## src/pad_pkg.sv

```systemverilog
// Pad ring definitions
// Pad counts, per-pad attribute word and the out/oe vector bundle
`default_nettype none

package pad_pkg;

  ////////////////////////////////////////
  // Pad counts
  ////////////////////////////////////////

  // Muxed pads sit at the bottom of every vector
  parameter int unsigned NumMioPads = 16;
  // Dedicated pads follow the muxed ones
  parameter int unsigned NumDioPads = 8;
  parameter int unsigned NumPads    = NumMioPads + NumDioPads;

  ////////////////////////////////////////
  // Pad attributes
  ////////////////////////////////////////

  // Software controlled, one per pad
  typedef struct packed {
    logic invert;      // Flip out and in
    logic open_drain;  // Drive low only
  } pad_attr_t;

  // Attribute register width as seen on APB
  parameter int unsigned AttrDw = $bits(pad_attr_t);

  ////////////////////////////////////////
  // Pad vectors
  ////////////////////////////////////////

  // Output data and output enable travel together down the pipeline
  typedef struct packed {
    logic [NumPads-1:0] out;
    logic [NumPads-1:0] oe;
  } pad_vec_t;

  // One attribute per pad
  typedef pad_attr_t [NumPads-1:0] pad_attr_arr_t;

endpackage

`default_nettype wire

```

## src/jtag_pkg.sv

```systemverilog
// JTAG bundle and APB register map for the pad subsystem
`default_nettype none

package jtag_pkg;

  // Signals handed to the debug module
  typedef struct packed {
    logic tck;
    logic tms;
    logic tdi;
    logic trst_n;
    logic srst_n;
  } jtag_in_t;

  ////////////////////////////////////////
  // APB map
  ////////////////////////////////////////

  parameter int unsigned ApbAw = 8;   // Address bits
  parameter int unsigned ApbDw = 32;  // Data bits

  // First attribute register, one word per pad
  parameter logic [ApbAw-1:0] AttrBase   = 8'h00;
  parameter int unsigned      AttrStride = 4;

  // Trigger control, bit 0 enables gating
  parameter logic [ApbAw-1:0] TrigCtrlAddr = 8'h80;

endpackage

`default_nettype wire

```

## src/pad_attr_regs.sv

```systemverilog
// APB register block for per-pad attributes
// One 2-bit attribute word per pad plus the trigger gating control
`timescale 1ns/1ps
`default_nettype none

module pad_attr_regs (
  input  logic                                   clk_i,
  input  logic                                   rst_i,
  // APB slave
  input  logic [jtag_pkg::ApbAw-1:0]             paddr_i,
  input  logic                                   psel_i,
  input  logic                                   penable_i,
  input  logic                                   pwrite_i,
  input  logic [jtag_pkg::ApbDw-1:0]             pwdata_i,
  output logic [jtag_pkg::ApbDw-1:0]             prdata_o,
  output logic                                   pready_o,
  output logic                                   pslverr_o,
  // To the datapath
  output pad_pkg::pad_attr_arr_t                 attr_o,
  output logic                                   trig_gate_en_o
);

  localparam int unsigned IdxW = jtag_pkg::ApbAw - 2;

  logic [jtag_pkg::ApbAw-1:0] attr_off;
  logic [IdxW-1:0]            attr_idx;
  logic                       attr_hit;
  logic                       trig_hit;
  logic                       access;

  pad_pkg::pad_attr_arr_t     attr_q;
  logic                       trig_gate_en_q;

  ////////////////////////////////////////
  // Address decode
  ////////////////////////////////////////

  assign attr_off = paddr_i - jtag_pkg::AttrBase;
  assign attr_idx = attr_off[jtag_pkg::ApbAw-1:2];  // Word index

  // Word aligned, inside the attribute window
  assign attr_hit = (paddr_i >= jtag_pkg::AttrBase) &&
                    (attr_off[1:0] == 2'b00) &&
                    (attr_idx < IdxW'(pad_pkg::NumPads));
  assign trig_hit = (paddr_i == jtag_pkg::TrigCtrlAddr);

  assign access = psel_i & penable_i;  // Access phase

  // No wait states
  assign pready_o  = 1'b1;
  assign pslverr_o = access & ~(attr_hit | trig_hit);

  ////////////////////////////////////////
  // Register write
  ////////////////////////////////////////

  always_ff @(posedge clk_i) begin
    if (rst_i) begin
      attr_q         <= '0;
      trig_gate_en_q <= 1'b0;
    end else if (access && pwrite_i) begin
      for (int i = 0; i < pad_pkg::NumPads; i++) begin
        if (attr_hit && attr_idx == IdxW'(i)) begin
          attr_q[i] <= pad_pkg::pad_attr_t'(pwdata_i[pad_pkg::AttrDw-1:0]);
        end
      end
      if (trig_hit) begin
        trig_gate_en_q <= pwdata_i[0];
      end
    end
  end

  // Read mux, unmapped reads give zero
  always_comb begin
    prdata_o = '0;
    if (attr_hit) begin
      prdata_o[pad_pkg::AttrDw-1:0] = attr_q[attr_idx];
    end else if (trig_hit) begin
      prdata_o[0] = trig_gate_en_q;
    end
  end

  assign attr_o         = attr_q;
  assign trig_gate_en_o = trig_gate_en_q;

endmodule

`default_nettype wire

```

## src/trigger_gate.sv

```systemverilog
// Stage 1 of the pad output path
// Registers the core vector and qualifies the capture trigger with crypto busy
`timescale 1ns/1ps
`default_nettype none

module trigger_gate #(
  parameter int unsigned TrigIdx = 15
) (
  input  logic              clk_i,
  input  logic              rst_i,
  input  pad_pkg::pad_vec_t core_i,
  input  logic              aes_busy_i,
  input  logic              gate_en_i,
  output pad_pkg::pad_vec_t vec_o
);

  pad_pkg::pad_vec_t vec_d;
  pad_pkg::pad_vec_t vec_q;

  // Trigger only fires while the cipher is running
  always_comb begin
    vec_d = core_i;
    if (gate_en_i) begin
      vec_d.out[TrigIdx] = core_i.out[TrigIdx] & aes_busy_i;
    end
  end

  always_ff @(posedge clk_i) begin
    if (rst_i) begin
      vec_q <= '0;
    end else begin
      vec_q <= vec_d;
    end
  end

  assign vec_o = vec_q;

endmodule

`default_nettype wire

```

## src/jtag_overlay_mux.sv

```systemverilog
// Stage 2 of the pad output path
// Borrows the JTAG pads from the core when the strap pad requests debug
`timescale 1ns/1ps
`default_nettype none

module jtag_overlay_mux #(
  parameter int unsigned                      JtagEnIdx      = 16,
  parameter bit                               JtagEnPolarity = 1'b1,
  parameter int unsigned                      TckIdx         = 16,
  parameter int unsigned                      TmsIdx         = 17,
  parameter int unsigned                      TdiIdx         = 18,
  parameter int unsigned                      TdoIdx         = 19,
  parameter int unsigned                      TrstIdx        = 18,
  parameter int unsigned                      SrstIdx        = 19,
  parameter logic [pad_pkg::NumPads-1:0]      TieOffValues   = '0
) (
  input  logic                         clk_i,
  input  logic                         rst_i,
  // Output path
  input  pad_pkg::pad_vec_t            vec_i,
  input  logic                         jtag_tdo_i,
  output pad_pkg::pad_vec_t            vec_o,
  // Input path, already registered by stage 3
  input  logic [pad_pkg::NumPads-1:0]  pad_in_i,
  output logic [pad_pkg::NumPads-1:0]  core_in_o,
  output jtag_pkg::jtag_in_t           jtag_o
);

  logic              jtag_en;
  pad_pkg::pad_vec_t vec_d;
  pad_pkg::pad_vec_t vec_q;

  // Strap pad decides who owns the JTAG pads
  assign jtag_en = (pad_in_i[JtagEnIdx] == JtagEnPolarity);

  ////////////////////////////////////////
  // Input side
  ////////////////////////////////////////

  always_comb begin
    core_in_o = pad_in_i;
    jtag_o    = '0;
    if (jtag_en) begin
      jtag_o.tck    = pad_in_i[TckIdx];
      jtag_o.tms    = pad_in_i[TmsIdx];
      jtag_o.tdi    = pad_in_i[TdiIdx];
      jtag_o.trst_n = pad_in_i[TrstIdx];
      jtag_o.srst_n = pad_in_i[SrstIdx];
      // Core sees idle levels on borrowed pads
      core_in_o[TckIdx]  = TieOffValues[TckIdx];
      core_in_o[TmsIdx]  = TieOffValues[TmsIdx];
      core_in_o[TdiIdx]  = TieOffValues[TdiIdx];
      core_in_o[TdoIdx]  = TieOffValues[TdoIdx];
      core_in_o[TrstIdx] = TieOffValues[TrstIdx];
      core_in_o[SrstIdx] = TieOffValues[SrstIdx];
    end
  end

  ////////////////////////////////////////
  // Output side
  ////////////////////////////////////////

  always_comb begin
    vec_d = vec_i;
    if (jtag_en) begin
      vec_d.oe[TckIdx]  = 1'b0;  // JTAG inputs float
      vec_d.oe[TmsIdx]  = 1'b0;
      vec_d.oe[TdiIdx]  = 1'b0;
      vec_d.oe[TrstIdx] = 1'b0;
      vec_d.oe[SrstIdx] = 1'b0;
      vec_d.out[TdoIdx] = jtag_tdo_i;
      vec_d.oe[TdoIdx]  = 1'b1;  // TDO always driven
    end
  end

  always_ff @(posedge clk_i) begin
    if (rst_i) begin
      vec_q <= '0;
    end else begin
      vec_q <= vec_d;
    end
  end

  assign vec_o = vec_q;

endmodule

`default_nettype wire

```

## src/pad_attr_stage.sv

```systemverilog
// Stage 3 of the pad output path
// Applies inversion and open-drain on the way out, inversion on the way in
`timescale 1ns/1ps
`default_nettype none

module pad_attr_stage (
  input  logic                         clk_i,
  input  logic                         rst_i,
  input  pad_pkg::pad_attr_arr_t       attr_i,
  input  pad_pkg::pad_vec_t            vec_i,
  input  logic [pad_pkg::NumPads-1:0]  pad_in_i,
  output logic [pad_pkg::NumPads-1:0]  pad_out_o,
  output logic [pad_pkg::NumPads-1:0]  pad_oe_o,
  output logic [pad_pkg::NumPads-1:0]  in_o
);

  logic [pad_pkg::NumPads-1:0] inv_mask;
  logic [pad_pkg::NumPads-1:0] od_mask;
  logic [pad_pkg::NumPads-1:0] out_inv;
  logic [pad_pkg::NumPads-1:0] out_d;
  logic [pad_pkg::NumPads-1:0] oe_d;
  logic [pad_pkg::NumPads-1:0] in_d;

  // Flatten the attribute words into per-bit masks
  always_comb begin
    for (int i = 0; i < pad_pkg::NumPads; i++) begin
      inv_mask[i] = attr_i[i].invert;
      od_mask[i]  = attr_i[i].open_drain;
    end
  end

  ////////////////////////////////////////
  // Attribute logic
  ////////////////////////////////////////

  assign out_inv = vec_i.out ^ inv_mask;
  assign out_d   = out_inv & ~od_mask;             // Open drain never drives high
  assign oe_d    = vec_i.oe & ~(od_mask & out_inv);  // Pull low only
  assign in_d    = pad_in_i ^ inv_mask;

  always_ff @(posedge clk_i) begin
    if (rst_i) begin
      pad_out_o <= '0;
      pad_oe_o  <= '0;
      in_o      <= '0;
    end else begin
      pad_out_o <= out_d;
      pad_oe_o  <= oe_d;
      in_o      <= in_d;
    end
  end

endmodule

`default_nettype wire

```

## src/pad_io_top.sv

```systemverilog
// Pad side I/O subsystem
// Register block plus three registered stages between core and pads
`timescale 1ns/1ps
`default_nettype none

module pad_io_top #(
  parameter int unsigned                  JtagEnIdx      = 16,
  parameter bit                           JtagEnPolarity = 1'b1,
  parameter int unsigned                  TckIdx         = 16 + 0,
  parameter int unsigned                  TmsIdx         = 16 + 1,
  parameter int unsigned                  TdiIdx         = 16 + 2,
  parameter int unsigned                  TdoIdx         = 16 + 3,
  parameter int unsigned                  TrstIdx        = 18,
  parameter int unsigned                  SrstIdx        = 19,
  parameter int unsigned                  TrigIdx        = 15,
  // Shared chip select idles high
  parameter logic [pad_pkg::NumPads-1:0]  TieOffValues   = pad_pkg::NumPads'(1) << TmsIdx
) (
  input  logic                         clk_i,
  input  logic                         rst_i,
  // APB
  input  logic [jtag_pkg::ApbAw-1:0]   paddr_i,
  input  logic                         psel_i,
  input  logic                         penable_i,
  input  logic                         pwrite_i,
  input  logic [jtag_pkg::ApbDw-1:0]   pwdata_i,
  output logic [jtag_pkg::ApbDw-1:0]   prdata_o,
  output logic                         pready_o,
  output logic                         pslverr_o,
  // Core side
  input  logic [pad_pkg::NumPads-1:0]  core_out_i,
  input  logic [pad_pkg::NumPads-1:0]  core_oe_i,
  output logic [pad_pkg::NumPads-1:0]  core_in_o,
  input  logic                         aes_busy_i,
  input  logic                         jtag_tdo_i,
  output jtag_pkg::jtag_in_t           jtag_o,
  // Pad side
  input  logic [pad_pkg::NumPads-1:0]  pad_in_i,
  output logic [pad_pkg::NumPads-1:0]  pad_out_o,
  output logic [pad_pkg::NumPads-1:0]  pad_oe_o
);

  pad_pkg::pad_attr_arr_t      attr;
  logic                        trig_gate_en;
  pad_pkg::pad_vec_t           core_vec;
  pad_pkg::pad_vec_t           s1_vec;        // After trigger gate
  pad_pkg::pad_vec_t           s2_vec;        // After JTAG overlay
  logic [pad_pkg::NumPads-1:0] pad_in_q;      // Registered, attribute adjusted

  assign core_vec = '{out: core_out_i, oe: core_oe_i};

  ////////////////////////////////////////
  // Registers and datapath
  ////////////////////////////////////////

  pad_attr_regs u_regs (
    .clk_i, .rst_i,
    .paddr_i, .psel_i, .penable_i, .pwrite_i, .pwdata_i,
    .prdata_o, .pready_o, .pslverr_o,
    .attr_o         ( attr         ),
    .trig_gate_en_o ( trig_gate_en )
  );

  trigger_gate #(
    .TrigIdx ( TrigIdx )
  ) u_trig (
    .clk_i, .rst_i,
    .core_i     ( core_vec     ),
    .aes_busy_i,
    .gate_en_i  ( trig_gate_en ),
    .vec_o      ( s1_vec       )
  );

  jtag_overlay_mux #(
    .JtagEnIdx      ( JtagEnIdx      ),
    .JtagEnPolarity ( JtagEnPolarity ),
    .TckIdx         ( TckIdx         ),
    .TmsIdx         ( TmsIdx         ),
    .TdiIdx         ( TdiIdx         ),
    .TdoIdx         ( TdoIdx         ),
    .TrstIdx        ( TrstIdx        ),
    .SrstIdx        ( SrstIdx        ),
    .TieOffValues   ( TieOffValues   )
  ) u_jtag (
    .clk_i, .rst_i,
    .vec_i      ( s1_vec   ),
    .jtag_tdo_i,
    .vec_o      ( s2_vec   ),
    .pad_in_i   ( pad_in_q ),
    .core_in_o,
    .jtag_o
  );

  pad_attr_stage u_attr (
    .clk_i, .rst_i,
    .attr_i    ( attr     ),
    .vec_i     ( s2_vec   ),
    .pad_in_i,
    .pad_out_o,
    .pad_oe_o,
    .in_o      ( pad_in_q )
  );

endmodule

`default_nettype wire

```

## config.mk

```make
export PLATFORM = sky130hd
export DESIGN_NAME = pad_io_top
export DESIGN_NICKNAME = d
export VERILOG_FILES = /design/src/pad_pkg.sv /design/src/jtag_pkg.sv /design/src/pad_attr_regs.sv /design/src/trigger_gate.sv /design/src/jtag_overlay_mux.sv /design/src/pad_attr_stage.sv /design/src/pad_io_top.sv
export SDC_FILE = /design/constraint.sdc
export NUM_CORES = 1
export LEC_CHECK = 0
export BUFFER_PORTS_ARGS = -buffer_cell sky130_fd_sc_hd__buf_4
export CAP_MARGIN = 40
export CELL_PAD_IN_SITES_DETAIL_PLACEMENT = 1
export CELL_PAD_IN_SITES_GLOBAL_PLACEMENT = 2
export CORE_ASPECT_RATIO = 1.25
export CORE_MARGIN = 2
export CORE_UTILIZATION = 34
export CTS_CLUSTER_DIAMETER = 30
export DETAILED_ROUTE_END_ITERATION = 16
export GPL_TIMING_DRIVEN = 0
export PLACE_DENSITY = 0.86
export SETUP_SLACK_MARGIN = 0.3
export SYNTH_ARGS = -nofsm -noshare
export SYNTH_HDL_FRONTEND = slang
export SYNTH_SLANG_ARGS = --single-unit
```

## constraint.sdc

```tcl
create_clock -name clk_i -period 2.3 [get_ports clk_i]
set_input_delay 0 -clock clk_i [delete_from_list [all_inputs] [get_ports clk_i]]
set_output_delay 0 -clock clk_i [all_outputs]
set_load 0.01 [all_outputs]
```

Yosys cells after proc, flatten, opt, wreduce, memory -nomap -nowiden
Index checks and enable logic that the tools add are counted.
- register bits: 217
- bits of input ports: 119
- output and inout port bits: 111
- logic and storage cells: 161
- $lt $le $gt $ge: 3
- eq/ne operators: 24
- multiplexer cells: 10
- bitwise gates (word level): 12
- reductions and logical operators: 55
- operator list (kind ; count):
    bitwise AND 24 bit ; 3
    AND reduction 2 bit ; 25
    == test 6 x 4 -> 1 bit, second input constant ; 8
    == test 6 x 5 -> 1 bit, second input constant ; 8
    inverter 24 bit ; 2
    XOR 24 bit ; 2
    logical AND 1 bit ; 27
    == test 6 x 3 -> 1 bit, second input constant ; 4
    == test 6 x 2 -> 1 bit, second input constant ; 2
    binary-select mux 2 bit (select 5 bit) ; 1
    == test 8 bit, second input constant ; 1
    greater-or-equal comparator 8 x 1 -> 1 bit, second input constant ; 1
    2-to-1 mux 4 bit ; 2
    == test 6 x 1 -> 1 bit, second input constant ; 1
    zero test 6 bit ; 1
    less-than comparator 6 x 5 -> 1 bit, second input constant ; 1
    less-than comparator 6 bit, second input constant ; 1
    2-to-1 mux 1 bit ; 5
    2-to-1 mux 5 bit ; 1
    bitwise AND 1 bit ; 3
    zero test 2 bit ; 1
    2-to-1 mux 2 bit ; 1
    OR reduction 2 bit ; 1
    inverter 1 bit ; 1
    OR 1 bit ; 1

Longest topological paths before layout
Gate-level depths: netlist (run 1).
- word-level depth: 6
- gate-level depth with buffers: 6
- depth with buffers taken out: 4

By module
Synthesis (run 1) repeated with hierarchy kept, for this count alone.
- cells, all modules: 788
- area total of the unflattened synthesis: 8301.7 µm²
- modules (own cells, without submodules) (module ; instances ; cells each ; area an instance (µm²) ; seq. area each (µm²)):
    pad_attr_regs ; 1 ; 327 ; 2869.0 ; 980.9
    pad_attr_stage ; 1 ; 224 ; 2477.4 ; 1441.4
    jtag_overlay_mux ; 1 ; 135 ; 1646.6 ; 960.9
    trigger_gate ; 1 ; 102 ; 1308.8 ; 960.9

Worst setup path after synthesis (run 1)
OpenSTA, ideal clock, no wires.
- kind: input to output
- from: input port paddr_i[2] (netlist bit)
- to: output port prdata_o[1] (netlist bit)
- arrival time: 1280 ps
- data required time: 2300 ps
- setup slack: 1020 ps
- stages on the path: 4
- buffers on the path: 2
- cell sequence: clkbuf_1 -> buf_1 -> mux2_2 -> o32ai_1
- word-level cells in the longest chain between the ends: 4
- elaborated cells on any way between the ends: 7
- those cells by class: 2 x order compare; 3 x mux; 2 x reduce/logical
- ends and longest elaborated chain (what ; RTL line ; text):
    from (decl) ; pad_io_top.sv:22 ; input logic [jtag_pkg::ApbAw-1:0] paddr_i,
    greater-or-equal comparator 8 x 1 -> 1 bit ; pad_attr_regs.sv:42 ; assign attr_hit = (paddr_i >= jtag_pkg::AttrBase) &&
    logical AND 1 bit ; pad_attr_regs.sv:42 ;
    logical AND 1 bit ; pad_attr_regs.sv:43 ; (attr_off[1:0] == 2'b00) &&
    2-to-1 mux 1 bit * ; pad_attr_regs.sv:76 ; if (attr_hit) begin
    to (decl) ; pad_io_top.sv:27 ; output logic [jtag_pkg::ApbDw-1:0] prdata_o,
Mark *: on every way between the ends. The rest lies on a longest branch, timed or not. The select of a mux whose other input is x is not followed.

Worst setup path in the final report (run 1)
- from: register u_regs.attr_q (netlist bit u_regs.attr_o[39])
- to: output port prdata_o[1] (netlist bit)
- word-level cells in the longest chain between the ends: 3
- ends and longest elaborated chain (what ; RTL line ; text):
    from (decl) ; pad_attr_regs.sv:31 ; pad_pkg::pad_attr_arr_t attr_q;
    from (signal, indexed assignment) ; pad_attr_regs.sv:64 ; attr_q[i] <= pad_pkg::pad_attr_t'(pwdata_i[pad_pkg::AttrDw-1:0]);
    binary-select mux 2 bit (select 5 bit) ; pad_attr_regs.sv:77 ; prdata_o[pad_pkg::AttrDw-1:0] = attr_q[attr_idx];
    2-to-1 mux 2 bit (implied by the code) ; pad_attr_regs.sv:77 ;
    2-to-1 mux 1 bit ; pad_attr_regs.sv:76 ;
No other way between the ends. The select of a mux whose other input is x is not followed.

==> results of run 1 <==
[power breakdown]
| part | switching (mW) | internal [mW] |
|---|---|---|
| Sequential | 0.0377 | 3.89 |
| Clock | 1.95 | 3.68 |
| Combinational | 0.367 | 0.433 |
| Total | 2.35 | 8.01 |
[registers in the layout (all words and copies together), names as in the netlist]
name                   count
u_jtag.vec_o              48
u_regs.attr_o             48
u_trig.vec_o              48
u_attr.in_o               24
u_attr.pad_oe_o           24
u_attr.pad_out_o          24
u_regs.trig_gate_en_o      1
[critical path, delay by kind of cell (launching register included)]
kind	cells	cell delay [ns]
multiplexers	3	0.62
flip-flops	1	0.40
buffers and inverters	1	0.17
AO/OA/AOI/OAI	1	0.25
[placed cells by master, fill, tap and decap left out, types with 9 or more instances in the layout]
cell           Yosys  final
a21oi_1           59     59
buf_4             55    217
buf_6              9      9
clkbuf_1          27     30
clkbuf_16          0     40
conb_1             2     32
dfxtp_1          217    200
dfxtp_2            0     17
dlygate4sd3_1      0     78
mux2i_1           21     20
mux4_2            12     12
nand2b_1          44     44
nand3_1           37     37
nor2_1            33     33
nor2b_1           96     96
nor3b_1           25     25
o21ai_0           30     30
xnor2_1           24     24
xor2_1            24     24
[logic make-up after synthesis]
| family | Yosys count | share of synthesized area [%] |
|---|---|---|
| AND/OR/NAND/NOR | 278 | 21.3 |
| flip-flops | 217 | 53.2 |
| buffers and inverters | 100 | 8.17 |
| AO/OA/AOI/OAI | 95 | 6.07 |
| XOR/XNOR | 48 | 5.15 |
| multiplexers | 34 | 6.02 |
| other | 2 | 0.0920 |
[final timing paths]
check / slack [ns] / endpoint
min: 0.03 / u_regs.attr_o[43]
min reg2reg: 0.42 / u_attr.pad_oe_o[21]
max reg2reg: 0.82 / u_trig.vec_o[39]
max: 0.34 / prdata_o[1]
[per-layer routing]
layer  global-route usage (%)  up-vias  routed length (um)
li1                         -     3131                   -
met1                     22.6     3143                9820
met2                     37.7      216               13600
met3                     4.06       53                1410
met4                     7.14        0                 699
met5                        0        -                   0
[per-stage QoR]
step | hold WS, ns | instance area [um^2]
2_1_floorplan | 0.128 | 8270
3_3_place_gp | 0.211 | 9860
3_5_place_dp | 0.218 | 9860
4_1_cts | 0.00409 | 12000
5_1_grt | 0.0364 | 12000
6_report | 0.0252 | 12000
[cell type report]
cell class | instances | share of cell area, %
Buffer | 99 | 5.50
Clock buffer | 48 | 9.03
Clock inverter | 19 | 1.82
Inverter | 1 | 0.0731
Multi-Input combinational cell | 487 | 27.4
Sequential cell | 217 | 36.5
Tap cell | 292 | 3.05
Timing Repair Buffer | 240 | 16.7
[repair_timing]
| action | in CTS | in global routing |
|---|---|---|
| setup endpoints to repair | 2 | 2 |
| resized for setup | 9 | 11 |
| hold buffers | 78 | 0 |
| endpoints found under the hold margin | 87 | 0 |
| buffers inserted | 0 | 0 |
| cloned | 0 | 0 |
| pin swaps | 0 | 2 |
==> qor.yml, run 1 <==
outcome:
  status: "complete, no violations"
drt:
  vias: 6543
  remaining_drc_errors: 0
  antenna_left: 0
  vias_per_cell: 4.66
  firstDrtPassIters: 4
  wire_per_inst_um: 18.2
  dr.first_iter.drc_count: 252
  totalWireLength_um: 25500
timing:
  setup_viol: 0
  fin_skew_ns: 0.0187
  finalCriticalPeriod_ns: 1.96
  tightest_slew_ns: 0.678
  fmax_mhz: 510
  finalMaxSlewViolations: 0
  hold_viol_final: 0
  post-route-period-util_pct: 85.2
  rsz0062_at_grt: "false"
  final.setup.tns_ns: 0
  max-slew-margin-rel_pct: 54.4
  fin_ws_ns: 0.341
worst_setup_path:
  rr_startpoint: "u_regs.trig_gate_en_o"
  worstPathCellList: "mux4_2, mux2i_1, mux2_2, o32ai_2, buf_4"
  rr_worst_depth: 3
  slowest_stage: "dfxtp_1"
  crit_path_end_kind: "output pin"
  critPathKind: "reg2out"
  arrival_ns: 1.96
  required_ns: 2.30
  slowest_delay_ns: 0.40
  startpoint_type: "flop"
  startpoint: "u_regs.attr_o[39]"
  worstPathMaxFanout: 4
pwr:
  p_leak_nw: 5.18
  power.total_mw: 10.4
  power_density_nw_per_um2: 865
  peakVddDrop_v: 0.000405
clock_tree:
  htreeDepth: 2
  cts_tree: "done"
  clkLatencyLatePin_ns: 0.51
  cts_root_buf: "clkbuf_16"
  clkTransAtPathRegs_ns: 0.05
  clockBufferDepth: 3
  cts_buffers: 40
  clock-sinks: 217
die:
  core_area_um2: 23600
  core.rowCount: 63
  die_height_um: 177
  start_util_pct: 34.5
  die_w_um: 143
  io_pins: 230
  dieArea_um2: 25300
flow_run:
  maxCapViolCount: 0
finish:
  multi_input_area_um2: 3280
  syn_to_final_growth_pct: 46.7
  finalNonFillerCells: 1403
  antenna_cells: 0
  seq_area_um2: 4370
  nets: 1205
  drive_gt1_share_pct: 30.6
  fillCellCount: 2596
  utilization_pct: 50.6
logic_synthesis:
  yosysWarnings: 0
  synth-seq-cells: 217
  synth.avg_cell_area_um2: 10.5
  yosys.area.top_type_share_pct: 53.2
  yosys-top-cells-count: "dfxtp_1 (217), nor2b_1 (96), a21oi_1 (59)"
  synth_flop_cell: "dfxtp_1"
  yosysMostFrequentCell: "dfxtp_1"
  yosysSeqAreaShare_pct: 53.2
  async_reset_ff_share_pct: 0
  synth.distinct_cells: 44
  synth_edf_count: 0
  yosys-top-cells-area: "dfxtp_1 (53%), nor2b_1 (7.4%), buf_4 (5.1%), a21oi_1 (3.6%), nand2b_1 (3.4%)"
  synth_cells: 774
  synth_top_area_cell: "dfxtp_1"
  syn_area_um2: 8160
global_route:
  grt_pass1_vias: 7103
  grt_max_degree: 11
  overflow: 0
  grt_use_total_pct: 20.2
  grt_first_pass_wirelength_um: 39100
  antenna_found_initial: 0
place:
  io_buffers: 162
  dp.cells: 1258
  gp_congestion: 0.895
  hpwlAfterDp_um: 17300
  preCtsSetupSlack_ns: 0.547
worst_hold_path:
  whs_path_depth: 5
  min_path_type: "in2reg"
  min_from: "paddr_i[5]"
(Power assumes the default switching activity.)
==> inputs of run 2 (changes only) <==
--- a/config.mk
+++ b/config.mk
@@ -15,7 +15,7 @@
 export CTS_CLUSTER_DIAMETER = 30
 export DETAILED_ROUTE_END_ITERATION = 16
 export GPL_TIMING_DRIVEN = 0
-export PLACE_DENSITY = 0.86
+export PLACE_DENSITY = 0.81
 export SETUP_SLACK_MARGIN = 0.3
 export SYNTH_ARGS = -nofsm -noshare
 export SYNTH_HDL_FRONTEND = slang
==> qor.yml, run 2 (synthesized netlist as in run 1, its figures left out) <==
finish:
  nets: 1202  # -0.25%
  finalNonFillerCells: 1401  # -0.14%
  fillCellCount: 2578  # -0.69%
  drive_gt1_share_pct: 30.8  # +0.24 points
  layout_common_cells: "buf_4 (219), dfxtp_1 (197), nor2b_1 (96)"
  antenna_cells: 0  # unchanged
  final_common_cell: "buf_4"
  syn_to_final_growth_pct: 45.6
clock_tree:
  htreeDepth: 2  # unchanged
  clock-sinks: 217  # unchanged
  cts_tree: "done"
  cts_root_buf: "clkbuf_16"
  clkLatencyLatePin_ns: 0.50  # about the same
  cts_buffers: 35  # -13%
  clockBufferDepth: 3  # unchanged
  clkTransAtPathRegs_ns: 0.05  # about the same
timing:
  max-slew-margin-rel_pct: 51.6  # -2.8 points
  hold_viol_final: 0  # unchanged
  finalCriticalPeriod_ns: 1.98  # +0.0176 ns
  fin_skew_ns: 0.0144  # -0.00423 ns
  final.setup.tns_ns: 0  # unchanged
  finalMaxSlewViolations: 0  # unchanged
  post-route-period-util_pct: 85.9  # +0.76 points
  rsz0062_at_grt: "true"
  setup_viol: 0  # unchanged
  tightest_slew_ns: 0.726  # +0.0478 ns
  fmax_mhz: 506  # -0.89%
worst_setup_path:
  startpoint_type: "flop"
  worstPathMaxFanout: 2  # -2
  arrival_ns: 1.98  # +0.02 ns
  crit_path_end_kind: "output pin"
  critPathKind: "reg2out"
  cp_top_family: "compound AO/OA/AOI/OAI gates"
  worstPathCellList: "mux4_2, a31oi_2, a41o_2, a21oi_2, buf_4"
  required_ns: 2.30  # about the same
  slowest_stage: "mux4_2"
  slowest_delay_ns: 0.46  # +0.06 ns
  path_buf_inv: 1  # unchanged
drt:
  firstDrtPassIters: 4  # unchanged
  wire_per_inst_um: 17.5  # -3.5%
  vias_per_cell: 4.60  # -1.4%
  vias: 6445  # -1.5%
  totalWireLength_um: 24600  # -3.7%
  dr.first_iter.drc_count: 242  # -4.0%
  remaining_drc_errors: 0  # unchanged
  antenna_left: 0  # unchanged
pwr:
  power_density_nw_per_um2: 836  # -3.3%
  peakVddDrop_v: 0.000431  # +6.4%
  p_leak_nw: 5.15  # -0.61%
place:
  gp_congestion: 0.873  # -2.6%
  dp.cells: 1258  # unchanged
  io_buffers: 162  # unchanged
  hpwlAfterDp_um: 17100  # -1.1%
global_route:
  grt_pass1_vias: 6797  # -4.3%
  grt_use_total_pct: 19.6  # -0.65 points
  antenna_found_initial: 0  # unchanged
  grt_first_pass_wirelength_um: 37700  # -3.5%
  grt_max_degree: 13  # +2
  overflow: 0  # unchanged
die:
  dieArea_um2: 25300  # unchanged
  core.rowCount: 63  # unchanged
  core_area_um2: 23600  # unchanged
  die_height_um: 177  # unchanged
  io_pins: 230  # unchanged
  start_util_pct: 34.5  # unchanged
  die_w_um: 143  # unchanged
outcome:
  status: "complete, no violations"
flow_run:
  maxCapViolCount: 0  # unchanged
worst_hold_path:
  min_path_type: "in2reg"
[run 2: changes by cell type in the layout (fill, tap and decap cells not counted), sizes merged]
cell	delta
clkbuf	-7
inv	+3
buf	+2
clkinvlp	-2
bufinv	+1
clkinv	+1
[run 2: repair_timing]
item	in CTS	in global routing
pin swaps	2	1
resized for setup	19	8
hold buffers	78	0
gates cloned	0	0
setup endpoints to repair	2	2
hold endpoints to repair	87	0
setup buffers	2	0
[run 2: final cells by class]
class,count,area (um^2),share of cell area (%)
inverters,1,8.76,0.0737
clock buffers,41,928,7.81
clock inverters,22,249,2.09
plain buffers,99,658,5.54
repair buffers,242,2010,16.9
multi-input cells,487,3290,27.7
well taps,292,365,3.07
flip-flops and latches,217,4380,36.8
[run 2: through the flow]
| stage | hold WS (ns) | setup WS (ns) | total power, mW | cell area, um^2 | utilization (%) |
|---|---|---|---|---|---|
| 2_1_floorplan | 0.128 | 1.02 | 4.38 | 8270 | - |
| 3_3_place_gp | 0.211 | 0.519 | 4.68 | 9860 | 41.7 |
| 3_5_place_dp | 0.218 | 0.528 | 4.69 | 9860 | 41.7 |
| 4_1_cts | 0.0157 | 0.300 | 10.0 | 11900 | 50.2 |
| 5_1_grt | 0.0434 | 0.282 | 10.3 | 11900 | 50.3 |
| 6_report | 0.0268 | 0.324 | 9.94 | 11900 | 50.3 |
[run 2: tightest hold or removal path: stages]
cell	delay [ns]
buf_4	0.10
or2_2	0.17
nor4_4	0.09
nand3_1	0.08
a21oi_1	0.05
[run 2: layer usage]
layer  routed length [um]  global-route usage [%]  vias to the layer above
met2                13200                    37.3                      204
met3                 1420                    3.79                       44
met5                    0                       0                        -
li1                     -                       -                     3129
met1                 9330                    21.5                     3068
met4                  618                    6.31                        0
[run 2: final timing paths]
path                                             from           endpoint  slack, ns  depth (start not counted)
worst max-delay path                u_regs.attr_o[26]        prdata_o[0]       0.32                          5
worst min-delay path                       paddr_i[5]  u_regs.attr_o[37]       0.03                          5
worst max register to register  u_regs.trig_gate_en_o   u_trig.vec_o[39]       0.77                          3
worst min register to register       u_trig.vec_o[21]   u_jtag.vec_o[21]       0.42                          1
[run 2: where the power goes]
part | internal [mW] | switching (mW) | total [mW]
sequential | 3.89 | 0.0355 | 3.92
clock | 3.37 | 1.86 | 5.22
combinational | 0.434 | 0.363 | 0.796
